File: config.mk
export PLATFORM = sky130hd
export DESIGN_NAME = mmu_top
export DESIGN_NICKNAME = d
export VERILOG_FILES = /design/src/design/mmu_pkg.sv /design/src/design/dtlb.sv /design/src/design/ld_st_translate.sv /design/src/design/mmu_top.sv /design/src/design/ptw.sv
export SDC_FILE = /design/constraint.sdc
export NUM_CORES = 1
export LEC_CHECK = 0
export BUFFER_PORTS_ARGS = -buffer_cell sky130_fd_sc_hd__buf_2
export CORE_MARGIN = 2
export CORE_UTILIZATION = 50
export CTS_CLUSTER_DIAMETER = 30
export CTS_CLUSTER_SIZE = 24
export DETAILED_ROUTE_END_ITERATION = 6
export PLACE_DENSITY = 0.76
export SYNTH_ARGS = -nofsm -noshare
export SYNTH_HDL_FRONTEND = slang
export SYNTH_SLANG_ARGS = --single-unit
export TNS_END_PERCENT = 100
File: constraint.sdc
create_clock -name clk_i -period 3.4 [get_ports clk_i]
set_clock_uncertainty 0.05 [all_clocks]
set_input_delay 0.68 -clock clk_i [delete_from_list [all_inputs] [get_ports clk_i]]
set_output_delay 0.68 -clock clk_i [all_outputs]
set_load 0.02 [all_outputs]
File: src/design/mmu_pkg.sv
// Sv39 data MMU shared definitions
// address widths, PTE layout, TLB update and lookup structs,
// load/store exception record, cause codes and privilege levels

package mmu_pkg;

  // --------------------
  // widths
  // --------------------
  localparam int unsigned VLEN          = 39;
  localparam int unsigned PLEN          = 56;
  localparam int unsigned PPNW          = 44;
  localparam int unsigned PAGE_OFFSET_W = 12;
  localparam int unsigned VPN_W         = 9;
  localparam int unsigned PT_LEVELS     = 3;
  localparam int unsigned PTE_BYTES     = 8;
  localparam int unsigned DTLB_ENTRIES  = 4;

  typedef logic [VLEN-1:0]            vaddr_t;
  typedef logic [PLEN-1:0]            paddr_t;
  typedef logic [PPNW-1:0]            ppn_t;
  typedef logic [PT_LEVELS*VPN_W-1:0] vpn_t;
  // table level index, 2 is the root
  typedef logic [$clog2(PT_LEVELS)-1:0] lvl_t;

  // Sv39 page table entry, v in bit 0
  typedef struct packed {
    logic [9:0] reserved;
    ppn_t       ppn;
    logic [1:0] rsw;
    logic       d;
    logic       a;
    logic       g;
    logic       u;
    logic       x;
    logic       w;
    logic       r;
    logic       v;
  } pte_t;

  // walker to TLB refill
  typedef struct packed {
    logic valid;
    logic is_2m;
    logic is_1g;
    vpn_t vpn;
    pte_t pte;
  } tlb_update_t;

  // TLB to translation stage
  typedef struct packed {
    logic hit;
    logic is_2m;
    logic is_1g;
    pte_t pte;
  } tlb_lookup_t;

  typedef struct packed {
    logic [63:0] cause;
    logic [63:0] tval;
    logic        valid;
  } lsu_exception_t;

  localparam logic [63:0] LOAD_PAGE_FAULT  = 64'd13;
  localparam logic [63:0] STORE_PAGE_FAULT = 64'd15;

  typedef enum logic [1:0] {
    PRIV_U = 2'b00,
    PRIV_S = 2'b01,
    PRIV_M = 2'b11
  } priv_lvl_t;

  typedef enum logic [1:0] {
    PTW_IDLE,
    PTW_READ,
    PTW_WAIT,
    PTW_DONE
  } ptw_state_t;

endpackage

File: src/design/dtlb.sv
// Data TLB
// fully associative, holds 4K, 2M and 1G translations
// lookup is combinational, refills land in a round-robin slot,
// a flush drops every entry

`timescale 1ns/1ps

module dtlb (
  input  logic                 clk_i,
  input  logic                 rst_i,
  input  logic                 flush_i,
  input  mmu_pkg::tlb_update_t update_i,
  input  mmu_pkg::vaddr_t      lu_vaddr_i,
  output mmu_pkg::tlb_lookup_t lu_o
);

  typedef struct packed {
    logic          is_2m;
    logic          is_1g;
    mmu_pkg::vpn_t vpn;
  } tlb_tag_t;

  tlb_tag_t      [mmu_pkg::DTLB_ENTRIES-1:0] tag_q;
  mmu_pkg::pte_t [mmu_pkg::DTLB_ENTRIES-1:0] pte_q;
  logic          [mmu_pkg::DTLB_ENTRIES-1:0] valid_q;
  logic          [mmu_pkg::DTLB_ENTRIES-1:0] match;
  logic [$clog2(mmu_pkg::DTLB_ENTRIES)-1:0]  victim_q;

  logic [mmu_pkg::VPN_W-1:0] lu_vpn2;
  logic [mmu_pkg::VPN_W-1:0] lu_vpn1;
  logic [mmu_pkg::VPN_W-1:0] lu_vpn0;

  assign lu_vpn2 = lu_vaddr_i[mmu_pkg::PAGE_OFFSET_W + 2*mmu_pkg::VPN_W +: mmu_pkg::VPN_W];
  assign lu_vpn1 = lu_vaddr_i[mmu_pkg::PAGE_OFFSET_W + mmu_pkg::VPN_W +: mmu_pkg::VPN_W];
  assign lu_vpn0 = lu_vaddr_i[mmu_pkg::PAGE_OFFSET_W +: mmu_pkg::VPN_W];

  // --------------------
  // tag compare
  // --------------------
  // superpages ignore the lower VPN slices
  for (genvar i = 0; i < mmu_pkg::DTLB_ENTRIES; i++) begin : g_match
    logic vpn2_eq;
    logic vpn1_eq;
    logic vpn0_eq;

    assign vpn2_eq = tag_q[i].vpn[2*mmu_pkg::VPN_W +: mmu_pkg::VPN_W] == lu_vpn2;
    assign vpn1_eq = tag_q[i].vpn[mmu_pkg::VPN_W +: mmu_pkg::VPN_W] == lu_vpn1;
    assign vpn0_eq = tag_q[i].vpn[0 +: mmu_pkg::VPN_W] == lu_vpn0;

    assign match[i] = valid_q[i] && vpn2_eq
                   && (tag_q[i].is_1g || vpn1_eq)
                   && (tag_q[i].is_1g || tag_q[i].is_2m || vpn0_eq);
  end

  // at most one entry matches, the walker only refills on a miss
  always_comb begin
    lu_o = '0;
    for (int i = 0; i < mmu_pkg::DTLB_ENTRIES; i++) begin
      if (match[i]) begin
        lu_o.hit   = 1'b1;
        lu_o.is_2m = tag_q[i].is_2m;
        lu_o.is_1g = tag_q[i].is_1g;
        lu_o.pte   = pte_q[i];
      end
    end
  end

  // --------------------
  // refill and flush
  // --------------------
  always_ff @(posedge clk_i) begin
    if (rst_i) begin
      valid_q  <= '0;
      victim_q <= '0;
    end else if (flush_i) begin
      // flush wins over a refill in the same cycle
      valid_q <= '0;
    end else if (update_i.valid) begin
      valid_q[victim_q] <= 1'b1;
      if (int'(victim_q) == mmu_pkg::DTLB_ENTRIES - 1) begin
        victim_q <= '0;
      end else begin
        victim_q <= victim_q + 1'b1;
      end
    end
  end

  // tags and PTEs are only read behind a valid bit
  always_ff @(posedge clk_i) begin
    if (update_i.valid) begin
      tag_q[victim_q].is_2m <= update_i.is_2m;
      tag_q[victim_q].is_1g <= update_i.is_1g;
      tag_q[victim_q].vpn   <= update_i.vpn;
      pte_q[victim_q]       <= update_i.pte;
    end
  end

endmodule

File: src/design/ld_st_translate.sv
// Load/store address translation stage
// registers the request and the TLB answer, forms the physical
// address one cycle later and checks user, SUM, write and dirty rules;
// misses start a table walk and end on refill or walk fault

`timescale 1ns/1ps

module ld_st_translate (
  input  logic                    clk_i,
  input  logic                    rst_i,
  input  logic                    lsu_req_i,
  input  mmu_pkg::vaddr_t         lsu_vaddr_i,
  input  logic                    lsu_is_store_i,
  input  logic                    en_i,
  input  mmu_pkg::priv_lvl_t      priv_lvl_i,
  input  logic                    sum_i,
  input  mmu_pkg::tlb_lookup_t    lookup_i,
  input  logic                    ptw_active_i,
  input  logic                    ptw_error_i,
  input  mmu_pkg::vaddr_t         walk_err_vaddr_i,
  output logic                    walk_req_o,
  output mmu_pkg::vaddr_t         walk_vaddr_o,
  output logic                    dtlb_hit_o,
  output logic                    valid_o,
  output mmu_pkg::paddr_t         paddr_o,
  output mmu_pkg::lsu_exception_t exception_o
);

  logic                 req_q;
  logic                 ptw_active_q;
  logic                 store_q;
  mmu_pkg::vaddr_t      vaddr_q;
  mmu_pkg::tlb_lookup_t lookup_q;
  logic                 access_err;

  function automatic mmu_pkg::lsu_exception_t page_fault(input logic is_store,
                                                         input mmu_pkg::vaddr_t va);
    mmu_pkg::lsu_exception_t ex;
    ex.cause = is_store ? mmu_pkg::STORE_PAGE_FAULT : mmu_pkg::LOAD_PAGE_FAULT;
    ex.tval  = {{(64 - mmu_pkg::VLEN){1'b0}}, va};
    ex.valid = 1'b1;
    return ex;
  endfunction

  // bare mode is always ready
  assign dtlb_hit_o   = en_i ? lookup_i.hit : 1'b1;
  assign walk_vaddr_o = vaddr_q;

  // user page from S without SUM, or supervisor page from U
  assign access_err = ((priv_lvl_i == mmu_pkg::PRIV_S) && !sum_i && lookup_q.pte.u)
                   || ((priv_lvl_i == mmu_pkg::PRIV_U) && !lookup_q.pte.u);

  // --------------------
  // response
  // --------------------
  always_comb begin
    paddr_o     = {{(mmu_pkg::PLEN - mmu_pkg::VLEN){1'b0}}, vaddr_q};
    valid_o     = req_q;
    exception_o = '0;
    walk_req_o  = 1'b0;

    if (en_i) begin
      valid_o = 1'b0;
      paddr_o = {lookup_q.pte.ppn, vaddr_q[mmu_pkg::PAGE_OFFSET_W-1:0]};
      // superpages take the lower VPN slices from the vaddr
      if (lookup_q.is_2m) begin
        paddr_o[mmu_pkg::PAGE_OFFSET_W +: mmu_pkg::VPN_W] =
          vaddr_q[mmu_pkg::PAGE_OFFSET_W +: mmu_pkg::VPN_W];
      end
      if (lookup_q.is_1g) begin
        paddr_o[mmu_pkg::PAGE_OFFSET_W +: 2*mmu_pkg::VPN_W] =
          vaddr_q[mmu_pkg::PAGE_OFFSET_W +: 2*mmu_pkg::VPN_W];
      end

      if (req_q && lookup_q.hit) begin
        valid_o = 1'b1;
        if (store_q) begin
          if (!lookup_q.pte.w || !lookup_q.pte.d || access_err) begin
            exception_o = page_fault(1'b1, vaddr_q);
          end
        end else if (access_err) begin
          exception_o = page_fault(1'b0, vaddr_q);
        end
      end else if (req_q) begin
        // miss, ptw_active_q covers the cycle the refill becomes visible
        walk_req_o = !ptw_active_i && !ptw_active_q;
        if (ptw_error_i) begin
          valid_o     = 1'b1;
          exception_o = page_fault(store_q, walk_err_vaddr_i);
        end
      end
    end
  end

  // --------------------
  // request registers
  // --------------------
  always_ff @(posedge clk_i) begin
    if (rst_i) begin
      req_q        <= 1'b0;
      ptw_active_q <= 1'b0;
    end else begin
      req_q        <= lsu_req_i;
      ptw_active_q <= ptw_active_i;
    end
  end

  // everything here is qualified by req_q
  always_ff @(posedge clk_i) begin
    vaddr_q  <= lsu_vaddr_i;
    store_q  <= lsu_is_store_i;
    lookup_q <= lookup_i;
  end

endmodule

File: src/design/mmu_top.sv
// Sv39 data MMU top level
// connects the data TLB, the page table walker and the
// load/store translation stage

`timescale 1ns/1ps

module mmu_top (
  input  logic                    clk_i,
  input  logic                    rst_i,
  // load/store request
  input  logic                    lsu_req_i,
  input  mmu_pkg::vaddr_t         lsu_vaddr_i,
  input  logic                    lsu_is_store_i,
  // control
  input  logic                    en_ld_st_translation_i,
  input  mmu_pkg::priv_lvl_t      ld_st_priv_lvl_i,
  input  logic                    sum_i,
  input  mmu_pkg::ppn_t           satp_ppn_i,
  input  logic                    flush_tlb_i,
  // results
  output logic                    lsu_dtlb_hit_o,
  output logic                    lsu_valid_o,
  output mmu_pkg::paddr_t         lsu_paddr_o,
  output mmu_pkg::lsu_exception_t lsu_exception_o,
  // page table memory
  output logic                    mem_req_o,
  output mmu_pkg::paddr_t         mem_addr_o,
  input  logic                    mem_rvalid_i,
  input  mmu_pkg::pte_t           mem_rdata_i
);

  logic                 walk_req;
  mmu_pkg::vaddr_t      walk_vaddr;
  logic                 ptw_active;
  logic                 ptw_error;
  mmu_pkg::vaddr_t      walk_err_vaddr;
  mmu_pkg::tlb_update_t tlb_update;
  mmu_pkg::tlb_lookup_t dtlb_lookup;

  dtlb i_dtlb (
    .clk_i      (clk_i),
    .rst_i      (rst_i),
    .flush_i    (flush_tlb_i),
    .update_i   (tlb_update),
    .lu_vaddr_i (lsu_vaddr_i),
    .lu_o       (dtlb_lookup)
  );

  ptw i_ptw (
    .clk_i            (clk_i),
    .rst_i            (rst_i),
    .flush_i          (flush_tlb_i),
    .satp_ppn_i       (satp_ppn_i),
    .walk_req_i       (walk_req),
    .walk_vaddr_i     (walk_vaddr),
    .ptw_active_o     (ptw_active),
    .ptw_error_o      (ptw_error),
    .walk_err_vaddr_o (walk_err_vaddr),
    .update_o         (tlb_update),
    .mem_req_o        (mem_req_o),
    .mem_addr_o       (mem_addr_o),
    .mem_rvalid_i     (mem_rvalid_i),
    .mem_rdata_i      (mem_rdata_i)
  );

  ld_st_translate i_ld_st_translate (
    .clk_i            (clk_i),
    .rst_i            (rst_i),
    .lsu_req_i        (lsu_req_i),
    .lsu_vaddr_i      (lsu_vaddr_i),
    .lsu_is_store_i   (lsu_is_store_i),
    .en_i             (en_ld_st_translation_i),
    .priv_lvl_i       (ld_st_priv_lvl_i),
    .sum_i            (sum_i),
    .lookup_i         (dtlb_lookup),
    .ptw_active_i     (ptw_active),
    .ptw_error_i      (ptw_error),
    .walk_err_vaddr_i (walk_err_vaddr),
    .walk_req_o       (walk_req),
    .walk_vaddr_o     (walk_vaddr),
    .dtlb_hit_o       (lsu_dtlb_hit_o),
    .valid_o          (lsu_valid_o),
    .paddr_o          (lsu_paddr_o),
    .exception_o      (lsu_exception_o)
  );

endmodule

File: src/design/ptw.sv
// Sv39 page table walker
// walks up to three table levels through a single-outstanding
// memory read port, then refills the data TLB or flags a page fault

`timescale 1ns/1ps

module ptw (
  input  logic                 clk_i,
  input  logic                 rst_i,
  input  logic                 flush_i,
  input  mmu_pkg::ppn_t        satp_ppn_i,
  input  logic                 walk_req_i,
  input  mmu_pkg::vaddr_t      walk_vaddr_i,
  output logic                 ptw_active_o,
  output logic                 ptw_error_o,
  output mmu_pkg::vaddr_t      walk_err_vaddr_o,
  output mmu_pkg::tlb_update_t update_o,
  output logic                 mem_req_o,
  output mmu_pkg::paddr_t      mem_addr_o,
  input  logic                 mem_rvalid_i,
  input  mmu_pkg::pte_t        mem_rdata_i
);

  mmu_pkg::ptw_state_t state_q;
  mmu_pkg::vaddr_t     vaddr_q;
  mmu_pkg::ppn_t       ptr_q;
  mmu_pkg::pte_t       pte_q;
  mmu_pkg::lvl_t       lvl_q;
  logic                err_q;
  logic                flushed_q;

  logic [mmu_pkg::VPN_W-1:0] vpn_sel;
  logic                      is_leaf;
  logic                      misaligned;
  logic                      pte_fault;

  // VPN slice for the current level
  assign vpn_sel = vaddr_q[mmu_pkg::PAGE_OFFSET_W + lvl_q*mmu_pkg::VPN_W +: mmu_pkg::VPN_W];

  // pte address = table base * 4096 + vpn * 8
  assign mem_addr_o = {ptr_q, vpn_sel, {$clog2(mmu_pkg::PTE_BYTES){1'b0}}};
  assign mem_req_o  = (state_q == mmu_pkg::PTW_READ);

  // --------------------
  // PTE checks
  // --------------------
  assign is_leaf = mem_rdata_i.r || mem_rdata_i.x;

  // superpage leaves need their lower PPN slices clear
  always_comb begin
    misaligned = 1'b0;
    if (lvl_q == mmu_pkg::lvl_t'(2)) begin
      misaligned = |mem_rdata_i.ppn[2*mmu_pkg::VPN_W-1:0];
    end else if (lvl_q == mmu_pkg::lvl_t'(1)) begin
      misaligned = |mem_rdata_i.ppn[mmu_pkg::VPN_W-1:0];
    end
  end

  assign pte_fault = !mem_rdata_i.v
                  || (mem_rdata_i.w && !mem_rdata_i.r)
                  || (is_leaf && (!mem_rdata_i.a || misaligned))
                  || (!is_leaf && lvl_q == '0);

  // --------------------
  // walk FSM
  // --------------------
  always_ff @(posedge clk_i) begin
    if (rst_i) begin
      state_q   <= mmu_pkg::PTW_IDLE;
      err_q     <= 1'b0;
      flushed_q <= 1'b0;
    end else begin
      // remember a flush so the stale result is not written back
      if (flush_i && state_q != mmu_pkg::PTW_IDLE) begin
        flushed_q <= 1'b1;
      end
      case (state_q)
        mmu_pkg::PTW_IDLE: begin
          if (walk_req_i) begin
            state_q   <= mmu_pkg::PTW_READ;
            err_q     <= 1'b0;
            flushed_q <= 1'b0;
          end
        end
        mmu_pkg::PTW_READ: begin
          state_q <= mmu_pkg::PTW_WAIT;
        end
        mmu_pkg::PTW_WAIT: begin
          if (mem_rvalid_i) begin
            if (pte_fault) begin
              err_q   <= 1'b1;
              state_q <= mmu_pkg::PTW_DONE;
            end else if (is_leaf) begin
              state_q <= mmu_pkg::PTW_DONE;
            end else begin
              // pointer, descend one level
              state_q <= mmu_pkg::PTW_READ;
            end
          end
        end
        mmu_pkg::PTW_DONE: begin
          state_q <= mmu_pkg::PTW_IDLE;
        end
        default: begin
          state_q <= mmu_pkg::PTW_IDLE;
        end
      endcase
    end
  end

  always_ff @(posedge clk_i) begin
    if (state_q == mmu_pkg::PTW_IDLE && walk_req_i) begin
      vaddr_q <= walk_vaddr_i;
      ptr_q   <= satp_ppn_i;
      lvl_q   <= mmu_pkg::lvl_t'(mmu_pkg::PT_LEVELS - 1);
    end else if (state_q == mmu_pkg::PTW_WAIT && mem_rvalid_i) begin
      pte_q <= mem_rdata_i;
      if (!is_leaf && !pte_fault) begin
        ptr_q <= mem_rdata_i.ppn;
        lvl_q <= lvl_q - 1'b1;
      end
    end
  end

  // --------------------
  // results
  // --------------------
  assign ptw_active_o     = (state_q != mmu_pkg::PTW_IDLE);
  assign ptw_error_o      = (state_q == mmu_pkg::PTW_DONE) && err_q;
  assign walk_err_vaddr_o = vaddr_q;

  // leaf level tells the page size
  always_comb begin
    update_o.valid = (state_q == mmu_pkg::PTW_DONE) && !err_q && !flushed_q;
    update_o.is_2m = (lvl_q == mmu_pkg::lvl_t'(1));
    update_o.is_1g = (lvl_q == mmu_pkg::lvl_t'(2));
    update_o.vpn   = vaddr_q[mmu_pkg::VLEN-1:mmu_pkg::PAGE_OFFSET_W];
    update_o.pte   = pte_q;
  end

endmodule

* Word-level counts from Yosys, hierarchy flattened
Cells that the tools add are included.
W data, S select, Z words.
** Word-level totals
- Register bits :: 623
- Input port bits :: 157
- Output and inout port bits :: 244
- Logic and storage cells :: 250
** Cells by class
- Add/sub/neg operators :: 3
- $mul :: 1
- $lt $le $gt $ge :: 2
- Eq/ne operators :: 22
- Shift operators :: 1
- Muxes and demuxes :: 55
- Bitwise gates (word level) :: 3
- Reductions and logical operators :: 77
** Operator list (count)
- $mux W129 :: 5
- $bwmux W116 :: 3
- $mux W67 :: 4
- $bwmux W256 :: 1
- $demux W29 S2 :: 3
- $mux W69 :: 2
- $mux W44 :: 3
- $demux W64 S2 :: 1
- $eq A9 B9 Y1 :: 12
- $mux W64 :: 1
- $mux W56 :: 1
- $shiftx A39 B33 Y9 :: 1
- $mux W29 :: 1
- $logic_and A1 B1 Y1 :: 28
- $mux W28 :: 1
- $mux W27 :: 1
- $logic_or A1 B1 Y1 :: 20
- $mux W18 :: 1
- $reduce_or A18 Y1 :: 1
- $mux W1 :: 17
- $logic_not A1 Y1 :: 13
- $mux W2 :: 6
- $reduce_and A2 Y1 :: 5
- $mux W9 :: 1
- 20 further kinds :: 32

* Depth between registers and ports, before layout
Gate-level depths: netlist of the first run.
- Word-level depth :: 12
- Gate-level depth with buffers :: 10

* Cells and area by module
Synthesis of the first run repeated with hierarchy kept, for this count alone.
** Unflattened totals
- Cells, all modules :: 1831
- Area total of the unflattened synthesis :: 25365.6 sq um
** By module, submodules not included
- dtlb :: instances 1, cells each 1076, area each 15681.3 sq um, seq. area each 11290.8 sq um
- ptw :: instances 1, cells each 404, area each 5771.8 sq um, seq. area each 4534.3 sq um
- ld_st_translate :: instances 1, cells each 351, area each 3912.5 sq um, seq. area each 1841.8 sq um

* Worst setup path before layout of the first run
OpenSTA, ideal clock, no wires.
- Path type :: register -> register
- Start :: register i_ptw.lvl_q[0]
- End :: register i_ptw.ptr_q[0] (enable)
- Library setup time :: 0.402 ns
- Arrival time :: 2.819 ns
- Required time :: 2.948 ns
- Setup slack :: 0.129 ns
- Cell stages (with the launch flop) :: 8
- Buffers on the path :: 1
- Clock period less this slack :: 3.271 ns
- Cells stage by stage :: dfxtp_1 -> clkbuf_1 -> inv_1 -> ha_1 -> nor2_1 -> nand4_1 -> or3b_2 -> nand2_1
** Between the ends
- Cells in the longest elaborated chain, start to end :: 11
- Elaborated cells on any way between the ends :: 14
- Those cells by class :: eq/ne (2); mux (2); reduce/logical (10)
** Ends and longest elaborated chain
- start, declared :: RTL line ptw.sv:28 : mmu_pkg::lvl_t lvl_q;
- start signal, assigned :: RTL line ptw.sv:115 : lvl_q <= mmu_pkg::lvl_t'(mmu_pkg::PT_LEVELS - 1);
- start signal, assigned :: RTL line ptw.sv:120 : lvl_q <= lvl_q - 1'b1;
- $eq A2 B1 Y1 :: RTL line ptw.sv:54 : end else if (lvl_q == mmu_pkg::lvl_t'(1)) begin
- $mux W1 :: RTL line ptw.sv:54
- $mux W1 :: RTL line ptw.sv:52 : if (lvl_q == mmu_pkg::lvl_t'(2)) begin
- $logic_or A1 B1 Y1 :: RTL line ptw.sv:61 : || (is_leaf && (!mem_rdata_i.a || misaligned))
- $logic_and A1 B1 Y1 :: RTL line ptw.sv:61
- $logic_or A1 B1 Y1 :: RTL line ptw.sv:61
- $logic_or A1 B1 Y1 (*) :: RTL line ptw.sv:62 : || (!is_leaf && lvl_q == '0);
- $logic_not A1 Y1 (*) :: RTL line ptw.sv:118 : if (!is_leaf && !pte_fault) begin
- $logic_and A1 B1 Y1 (*) :: RTL line ptw.sv:118
- $reduce_bool A2 Y1 (no source line) (*)
- $reduce_and A2 Y1 (no source line) (*)
- end signal, assigned :: RTL line ptw.sv:114 : ptr_q <= satp_ppn_i;
- end signal, assigned :: RTL line ptw.sv:119 : ptr_q <= mem_rdata_i.ppn;
- end, declared :: RTL line ptw.sv:26 : mmu_pkg::ppn_t ptr_q;
Every way passes the cells marked *; elsewhere a longest branch is shown, timed or not.
A chain may end at the register's enable or synchronous reset.

* Final worst setup path of the first run
- Start :: register i_dtlb.tag_q[17] (netlist name)
- End :: output lsu_dtlb_hit_o
** Between the ends
- Cells in the longest elaborated chain, start to end :: 9
** Ends and longest elaborated chain
- start, declared :: RTL line dtlb.sv:23 : tlb_tag_t [mmu_pkg::DTLB_ENTRIES-1:0] tag_q;
- $eq A9 B9 Y1 :: RTL line dtlb.sv:47 : assign vpn1_eq = tag_q[i].vpn[mmu_pkg::VPN_W +: mmu_pkg::VPN_W] == lu_vpn1;
- $logic_or A1 B1 Y1 :: RTL line dtlb.sv:51 : && (tag_q[i].is_1g || vpn1_eq)
- $logic_and A1 B1 Y1 :: RTL line dtlb.sv:51
- $logic_and A1 B1 Y1 :: RTL line dtlb.sv:52 : && (tag_q[i].is_1g || tag_q[i].is_2m || vpn0_eq);
- $mux W67 (4 in series) :: RTL line dtlb.sv:59 : if (match[i]) begin
- $mux W1 :: RTL line ld_st_translate.sv:46 : assign dtlb_hit_o = en_i ? lookup_i.hit : 1'b1;
- end, declared :: RTL line mmu_top.sv:21 : output logic lsu_dtlb_hit_o,
Every way passes these cells.

==> metrics, run 1 <==
Post-DRT Antenna Nets 0; outcome completed; Design Area, Final 27,400 um^2; total CTS buffers 100; Initial DRC Count 1,122; Worst setup EP type output pin; pin count of the biggest net entering global routing 52; CP top delay family simple AND/OR/NAND/NOR gates; Max Slew Vio Count 0; # Max-Cap Violations 0; Worst R2R Setup Slack between 0.5 and 0.6 ns; Crit Path Max Fanout 2; worst endpoint data arrival time 2.61 ns; DR pass1 iterations 5; Die Width 213 um; ys flop type edfxtp_1; share of the synthesized area in the top cell type 0.597; area of the core 43,100 um^2; CTS tree yes; Vias/cell around 5.3; initial antenna violation count 6; Die H between 200 and 250 um; Max Fclk 299 MHz; Hold Path Class in2reg; critical path required time 2.67 ns; Synth area leaders edfxtp_1 (60%), dfxtp_1 (9.5%), nand2_1 (4.8%); area growth from synthesis to layout 25.6%; unrepaired setup endpoints after global routing no; Final HPWL DP 34,700 um; fin crit period 3.34 ns; Peak supply drop 0.444 mV; pre-CTS setup slack 0.114 ns; fillers 3,044; area occupied by multi-input gates 6000 um^2; Bufs and invs on worst path 1; setup TNS 0 ns; post-route clock period utilization 0.983; synthesized area per cell 13.3 um^2; final net count 2,153; DRC 0; grt total ovfl 0; max incr delay on CP 0.38 ns; Critical-path top delay cell edfxtp_1; Cell variety after synth 48; Yosys top cell by area edfxtp_1; Leak Pwr ~11 nW; Design Power 18.3 mW; total number of vias roughly 14,000; DRT Wirelength 55,100 um; port bufs 299; I/O Pins 401; Post-DP Area 23,800 um^2; Cell Area, Synth between 20,000 and 25,000 um^2; sequential share of the synthesized area 0.692; Die ar. 45,400 um^2; critical setup path kind reg2out; Setup WS post-layout 0.0576 ns; crit-path cells xor2_1 -> nor4_2 -> a41oi_2 -> nor3_4 -> nor2_1 -> nand4_1 -> buf_4; fraction of registers with async set/reset 0; final hold violation count 0; CTS Sinks 538; Starting Density 0.507; clk buf depth 3; routed wire length per instance 20.7 um; Hold Slack around 0.098 ns; Rel. slew slack 0.328; share of layout cells above drive strength 1 0.298; post-CTS setup buffer count 0; Yosys Warn Count 0; clock root cell clkbuf_16; final-report setup violation count 0; first-pass GRT wire length 81,300 um; clk slew on worst S/H paths approximately 0.05 ns; worst-margin pin slew approximately 1.0 ns; routability-driven placement congestion ratio 0.858; placement row count 76; area taken by flip-flops and latches 15,100 um^2; Synth Register Bits approximately 540; CTS HTree Levels 3; Skew-Pair Late Insertion Delay 0.64 ns; Tot GR Track Use 0.242; PD cells 666 nW/um^2; vias in the first global route 14,000; Cells after Synth 1,637; Post-synth EDFFs 434; crit path launch type register
## metrics by stage
| stage | std cells | util |
|---|---|---|
| after detailed placement | 2472 | 0.552 |
| after CTS | 2662 | 0.637 |
| after floorplan | 1724 | - |
| final | 2667 | 0.637 |
| after global routing | 2664 | 0.637 |
| after global placement | 2472 | 0.552 |
## Yosys cell counts (2+ instances only)
| master | instances |
|---|---|
| nor4_1 | 10 |
| xnor2_1 | 62 |
| nand2_1 | 278 |
| ha_1 | 7 |
| a21oi_1 | 45 |
| dfxtp_1 | 104 |
| buf_4 | 108 |
| clkbuf_1 | 45 |
| nor2_1 | 22 |
| nor4_2 | 3 |
| o21ai_0 | 11 |
| a41oi_1 | 2 |
| o221ai_1 | 2 |
| nor3_1 | 61 |
| nand4_1 | 14 |
| or2_2 | 2 |
| mux2i_1 | 10 |
| inv_1 | 8 |
| o211ai_1 | 2 |
| buf_6 | 3 |
| a31oi_1 | 49 |
| mux2_2 | 76 |
| edfxtp_1 | 434 |
| buf_2 | 22 |
| nand2b_1 | 3 |
| xor2_1 | 47 |
| a22o_1 | 2 |
| nor2b_1 | 5 |
| and2_1 | 130 |
| nand3_1 | 52 |
## flip-flops by register name (all words and copies together) (netlist names), 2 cells and up
register,count
i_dtlb.victim_q,2
i_ptw.update_o,47
i_dtlb.pte_q,188
i_dtlb.valid_q,4
i_ld_st_translate.walk_vaddr_o,39
i_ptw.ptr_q,44
i_ld_st_translate.lookup_q,50
i_ptw.state_q,2
i_ptw.lvl_q,2
i_dtlb.tag_q,116
i_ptw.walk_err_vaddr_o,39
## routing by layer
metal  wire [um]  up-vias  GRT usage
met5           0        -          0
met4        1840        0      0.110
met3        5230      116     0.0628
met2       27100      731      0.401
met1       21000     6800      0.297
li1            -     6364          -
## layout make-up
cell class,instances,area share
antenna,5,0.000456
clock buffer,123,0.0991
clock inverter,67,0.0334
inverter,8,0.00114
multi-input combinational,1000,0.219
sequential,538,0.551
tap,585,0.0267
timing repair buffer,341,0.0698
## worst paths after layout
kind                                                  start                                   endpoint  cells after the start
hold / removal                               lsu_vaddr_i[8]  i_ld_st_translate.walk_vaddr_o[8]$_DFF_P_                      1
setup reg to reg                i_ptw.lvl_q[0]$_SDFFE_PP0P_                  i_ptw.ptr_q[19]$_DFFE_PP_                      7
hold reg to reg   i_ld_st_translate.walk_vaddr_o[1]$_DFF_P_        i_ptw.walk_err_vaddr_o[1]$_DFFE_PP_                      0
setup / recovery                 i_dtlb.tag_q[17]$_DFFE_PP_                             lsu_dtlb_hit_o                      7
## cell families after synthesis
family	count (synthesis)	share of synthesized area
simple gates	587	0.129
mux	87	0.0445
xor+xnor	109	0.0437
buf+inv	186	0.0528
flops	538	0.692
compound gates	122	0.0336
other cells	1	0.000172
fa+ha+maj	7	0.00401
## power breakdown
| part | internal [mW] | switching [mW] |
|---|---|---|
| Combinational | 0.198 | 0.407 |
| Clock | 7.03 | 3.41 |
| Sequential | 7.16 | 0.0627 |
## timing repair
action / in CTS / in global routing
hold buffers: 0 / 0
gates resized for setup: 5 / 0
pin swaps: 2 / 1
endpoints found under the setup margin: 1 / 1
## cells in the final DEF (no fill, tap or decap), drive strengths merged, types with 13 or more instances in the layout
cell | Yosys | final
and2 | 131 | 131
nor4 | 13 | 13
dfxtp | 104 | 104
edfxtp | 434 | 434
a31oi | 49 | 49
xnor2 | 62 | 62
nand4 | 14 | 14
buf | 133 | 341
inv | 8 | 20
xor2 | 47 | 47
clkinv | 0 | 29
nor2 | 22 | 22
bufinv | 0 | 17
mux2 | 77 | 77
clkbuf | 45 | 123
a21oi | 45 | 45
conb | 1 | 88
nand2 | 278 | 278
nand3 | 52 | 52
nor3 | 63 | 63
(Power assumes the default switching activity.)
==> run 2: changes to the inputs <==
==> constraint.sdc (replaced) <==
create_clock -name clk_i -period 3.4 [get_ports clk_i]
set_clock_uncertainty 0.05 [all_clocks]
set_input_delay 0.17 -clock clk_i [delete_from_list [all_inputs] [get_ports clk_i]]
set_output_delay 0.17 -clock clk_i [all_outputs]
set_load 0.02 [all_outputs]
==> metrics, run 2 (synthesized netlist as in run 1, its figures left out) <==
M2 GR Usage 0.436 (+0.0344); Regs by FF count i_dtlb.pte_q x188, i_dtlb.tag_q x116, i_ld_st_translate.lookup_q x50; total number of vias 15,100 (+8.0%); CTS Sinks 538 (unchanged); final net count 2,296 (+6.6%); initial antenna violation count 3 (-3); final hold violation count 0 (unchanged); max reg flops 188 (unchanged); grt total ovfl 0 (unchanged); crit path launch type register; clk buf depth 3 (unchanged); clk slew on worst S/H paths 0.05 ns (about the same); commonest non-fill, non-tap cell in the layout edfxtp_1; DR pass1 iterations 7 (+2); Hold Startpoint mem_rdata_i[3]; unrepaired setup endpoints after global routing no; Post-DRT Antenna Nets 0 (unchanged); Final HPWL DP 35,300 um (+1.7%); post-route clock period utilization 0.954 (-0.0294); crit path launch i_dtlb.tag_q[89]$_DFFE_PP_; FF-to-FF Start i_ptw.state_q[1]$_SDFFE_PP0P_; Die H 213 um (unchanged); routed wire length per instance 21.7 um (+4.7%); routability-driven placement congestion ratio 0.854 (-0.50%); DRT Wirelength 60,800 um (+10%); post-CTS setup buffer count 0 (unchanged); fin crit period 3.24 ns (-0.0999 ns); CTS HTree Levels 3 (unchanged); worst-margin pin slew 0.943 ns (-0.0643 ns); total CTS buffers 101 (+1.0%); clock root cell clkbuf_16; vias in the first global route 15,300 (+9.3%); critical path required time 3.18 ns (+0.51 ns); pin count of the biggest net entering global routing 76 (+46%); Hold Path Class in2reg; setup TNS 0 ns (unchanged); port bufs 299 (unchanged); Skew-Pair Late Insertion Delay 0.63 ns (about the same); busiest metal layer after global routing met2; Post-DP Area 23,800 um^2 (about the same); Rel. slew slack 0.370 (+0.0413); met3 GRT Util 0.0559 (-0.00691); area of the core 43,100 um^2 (unchanged); Peak supply drop 0.467 mV (+5.1%); PD cells 639 nW/um^2 (-4.0%); share of layout cells above drive strength 1 0.276 (-0.0211); placement row count 76 (unchanged); Max Slew Vio Count 0 (unchanged); Vias/cell 5.39 (+2.6%); Die Width 213 um (unchanged); I/O Pins 401 (unchanged); Leak Pwr 11.1 nW (+5.5%); Worst setup EP type output pin; most frequent cells in the layout edfxtp_1 (434), buf_2 (299), nand2_1 (277), dlygate4sd3_1 (146), and2_1 (127); Top reg by flops i_dtlb.pte_q; Die ar. 45,400 um^2 (unchanged); Tot GR Track Use 0.266 (+0.0245); Initial DRC Count 1,548 (+38%); DRC 0 (unchanged); first-pass GRT wire length 89,600 um (+10%); dpl cells 2,468 (-0.16%); met1 Use GR 0.336 (+0.0394); Crit Path Max Fanout 21 (+19); Max Fclk 308 MHz (+3.1%); CTS tree yes; worst endpoint data arrival time 3.02 ns (+0.41 ns); area growth from synthesis to layout 32.3%; Design Area, Final 28,900 um^2 (+5.3%); Starting Density 0.507 (unchanged); outcome completed; Util after Layout 0.671 (+0.0335); Finished Layout Cells 2,807 (+5.2%); critical setup path kind reg2out; final-report setup violation count 0 (unchanged); # Max-Cap Violations 0 (unchanged); Design Power 18.5 mW (+1.0%)
-- run 2: changes by cell type in the layout (fill, tap and decap cells not counted), sizes merged --
| cell | previous run | this run |
|---|---|---|
| clkbuf | 123 | 125 |
| buf | 341 | 337 |
| clkinvlp | 9 | 17 |
| inv | 20 | 14 |
| diode | 5 | 1 |
| dlygate4sd3 | 0 | 146 |
| bufinv | 17 | 16 |
| clkinv | 29 | 28 |
-- run 2: final cells by class --
class                           count  area (um^2)
Antenna cell                        1         2.50
Clock buffer                      125         2790
Clock inverter                     67          838
Fill cell                        2760        14200
Inverter                            8         31.3
Multi-Input combinational cell   1000         5990
Sequential cell                   538        15100
Tap cell                          585          732
Timing Repair Buffer              483         3380
-- run 2: where the power goes --
group	leakage, nW	switching (mW)	total (mW)	internal [mW]
sequential	4.73	0.0649	7.23	7.16
combinational	4.69	0.449	0.754	0.305
clock	1.74	3.42	10.5	7.06
total	11.1	3.93	18.5	14.5
-- run 2: per-stage QoR --
stage,hold WS (ns),worst slack [ns]
6_report,0.0898,0.157
5_1_grt,0.0780,0.0427
4_1_cts,0.0221,0.00177
3_5_place_dp,0.224,0.608
3_3_place_gp,0.223,0.623
2_1_floorplan,0.148,0.129
-- run 2: repair_timing --
action	4_1_cts	5_1_grt
hold endpoints to repair	144	0
hold buffers	146	0
resized for setup	0	2
endpoints found under the setup margin	0	1
-- run 2: path summary, 6_finish.rpt --
path,end,depth (start not counted),slack (ns)
worst max-delay path,lsu_dtlb_hit_o,8,0.16
worst min-delay path,i_ptw.lvl_q[1]$_SDFFE_PP1P_,5,0.09
worst max register to register,i_ptw.ptr_q[0]$_DFFE_PP_,7,0.33
worst min register to register,i_ld_st_translate.lookup_q[37]$_DFF_P_,1,0.40
-- run 2: routing by layer --
| layer | part of all wire | vias to the layer above |
|---|---|---|
| li1 | - | 6655 |
| met1 | 0.38 | 7359 |
| met2 | 0.49 | 926 |
| met3 | 0.084 | 184 |
| met4 | 0.045 | 2 |
| met5 | 0.00021 | - |
-- run 2: worst max-delay path: stages, from the launching register on --
cell	delay, ns
edfxtp_1	0.38
xnor2_1	0.19
nand4_1	0.11
nor4_1	0.41
a31oi_1	0.19
nor4_4	0.32
o21ai_4	0.33
nand4_1	0.28
buf_2	0.20
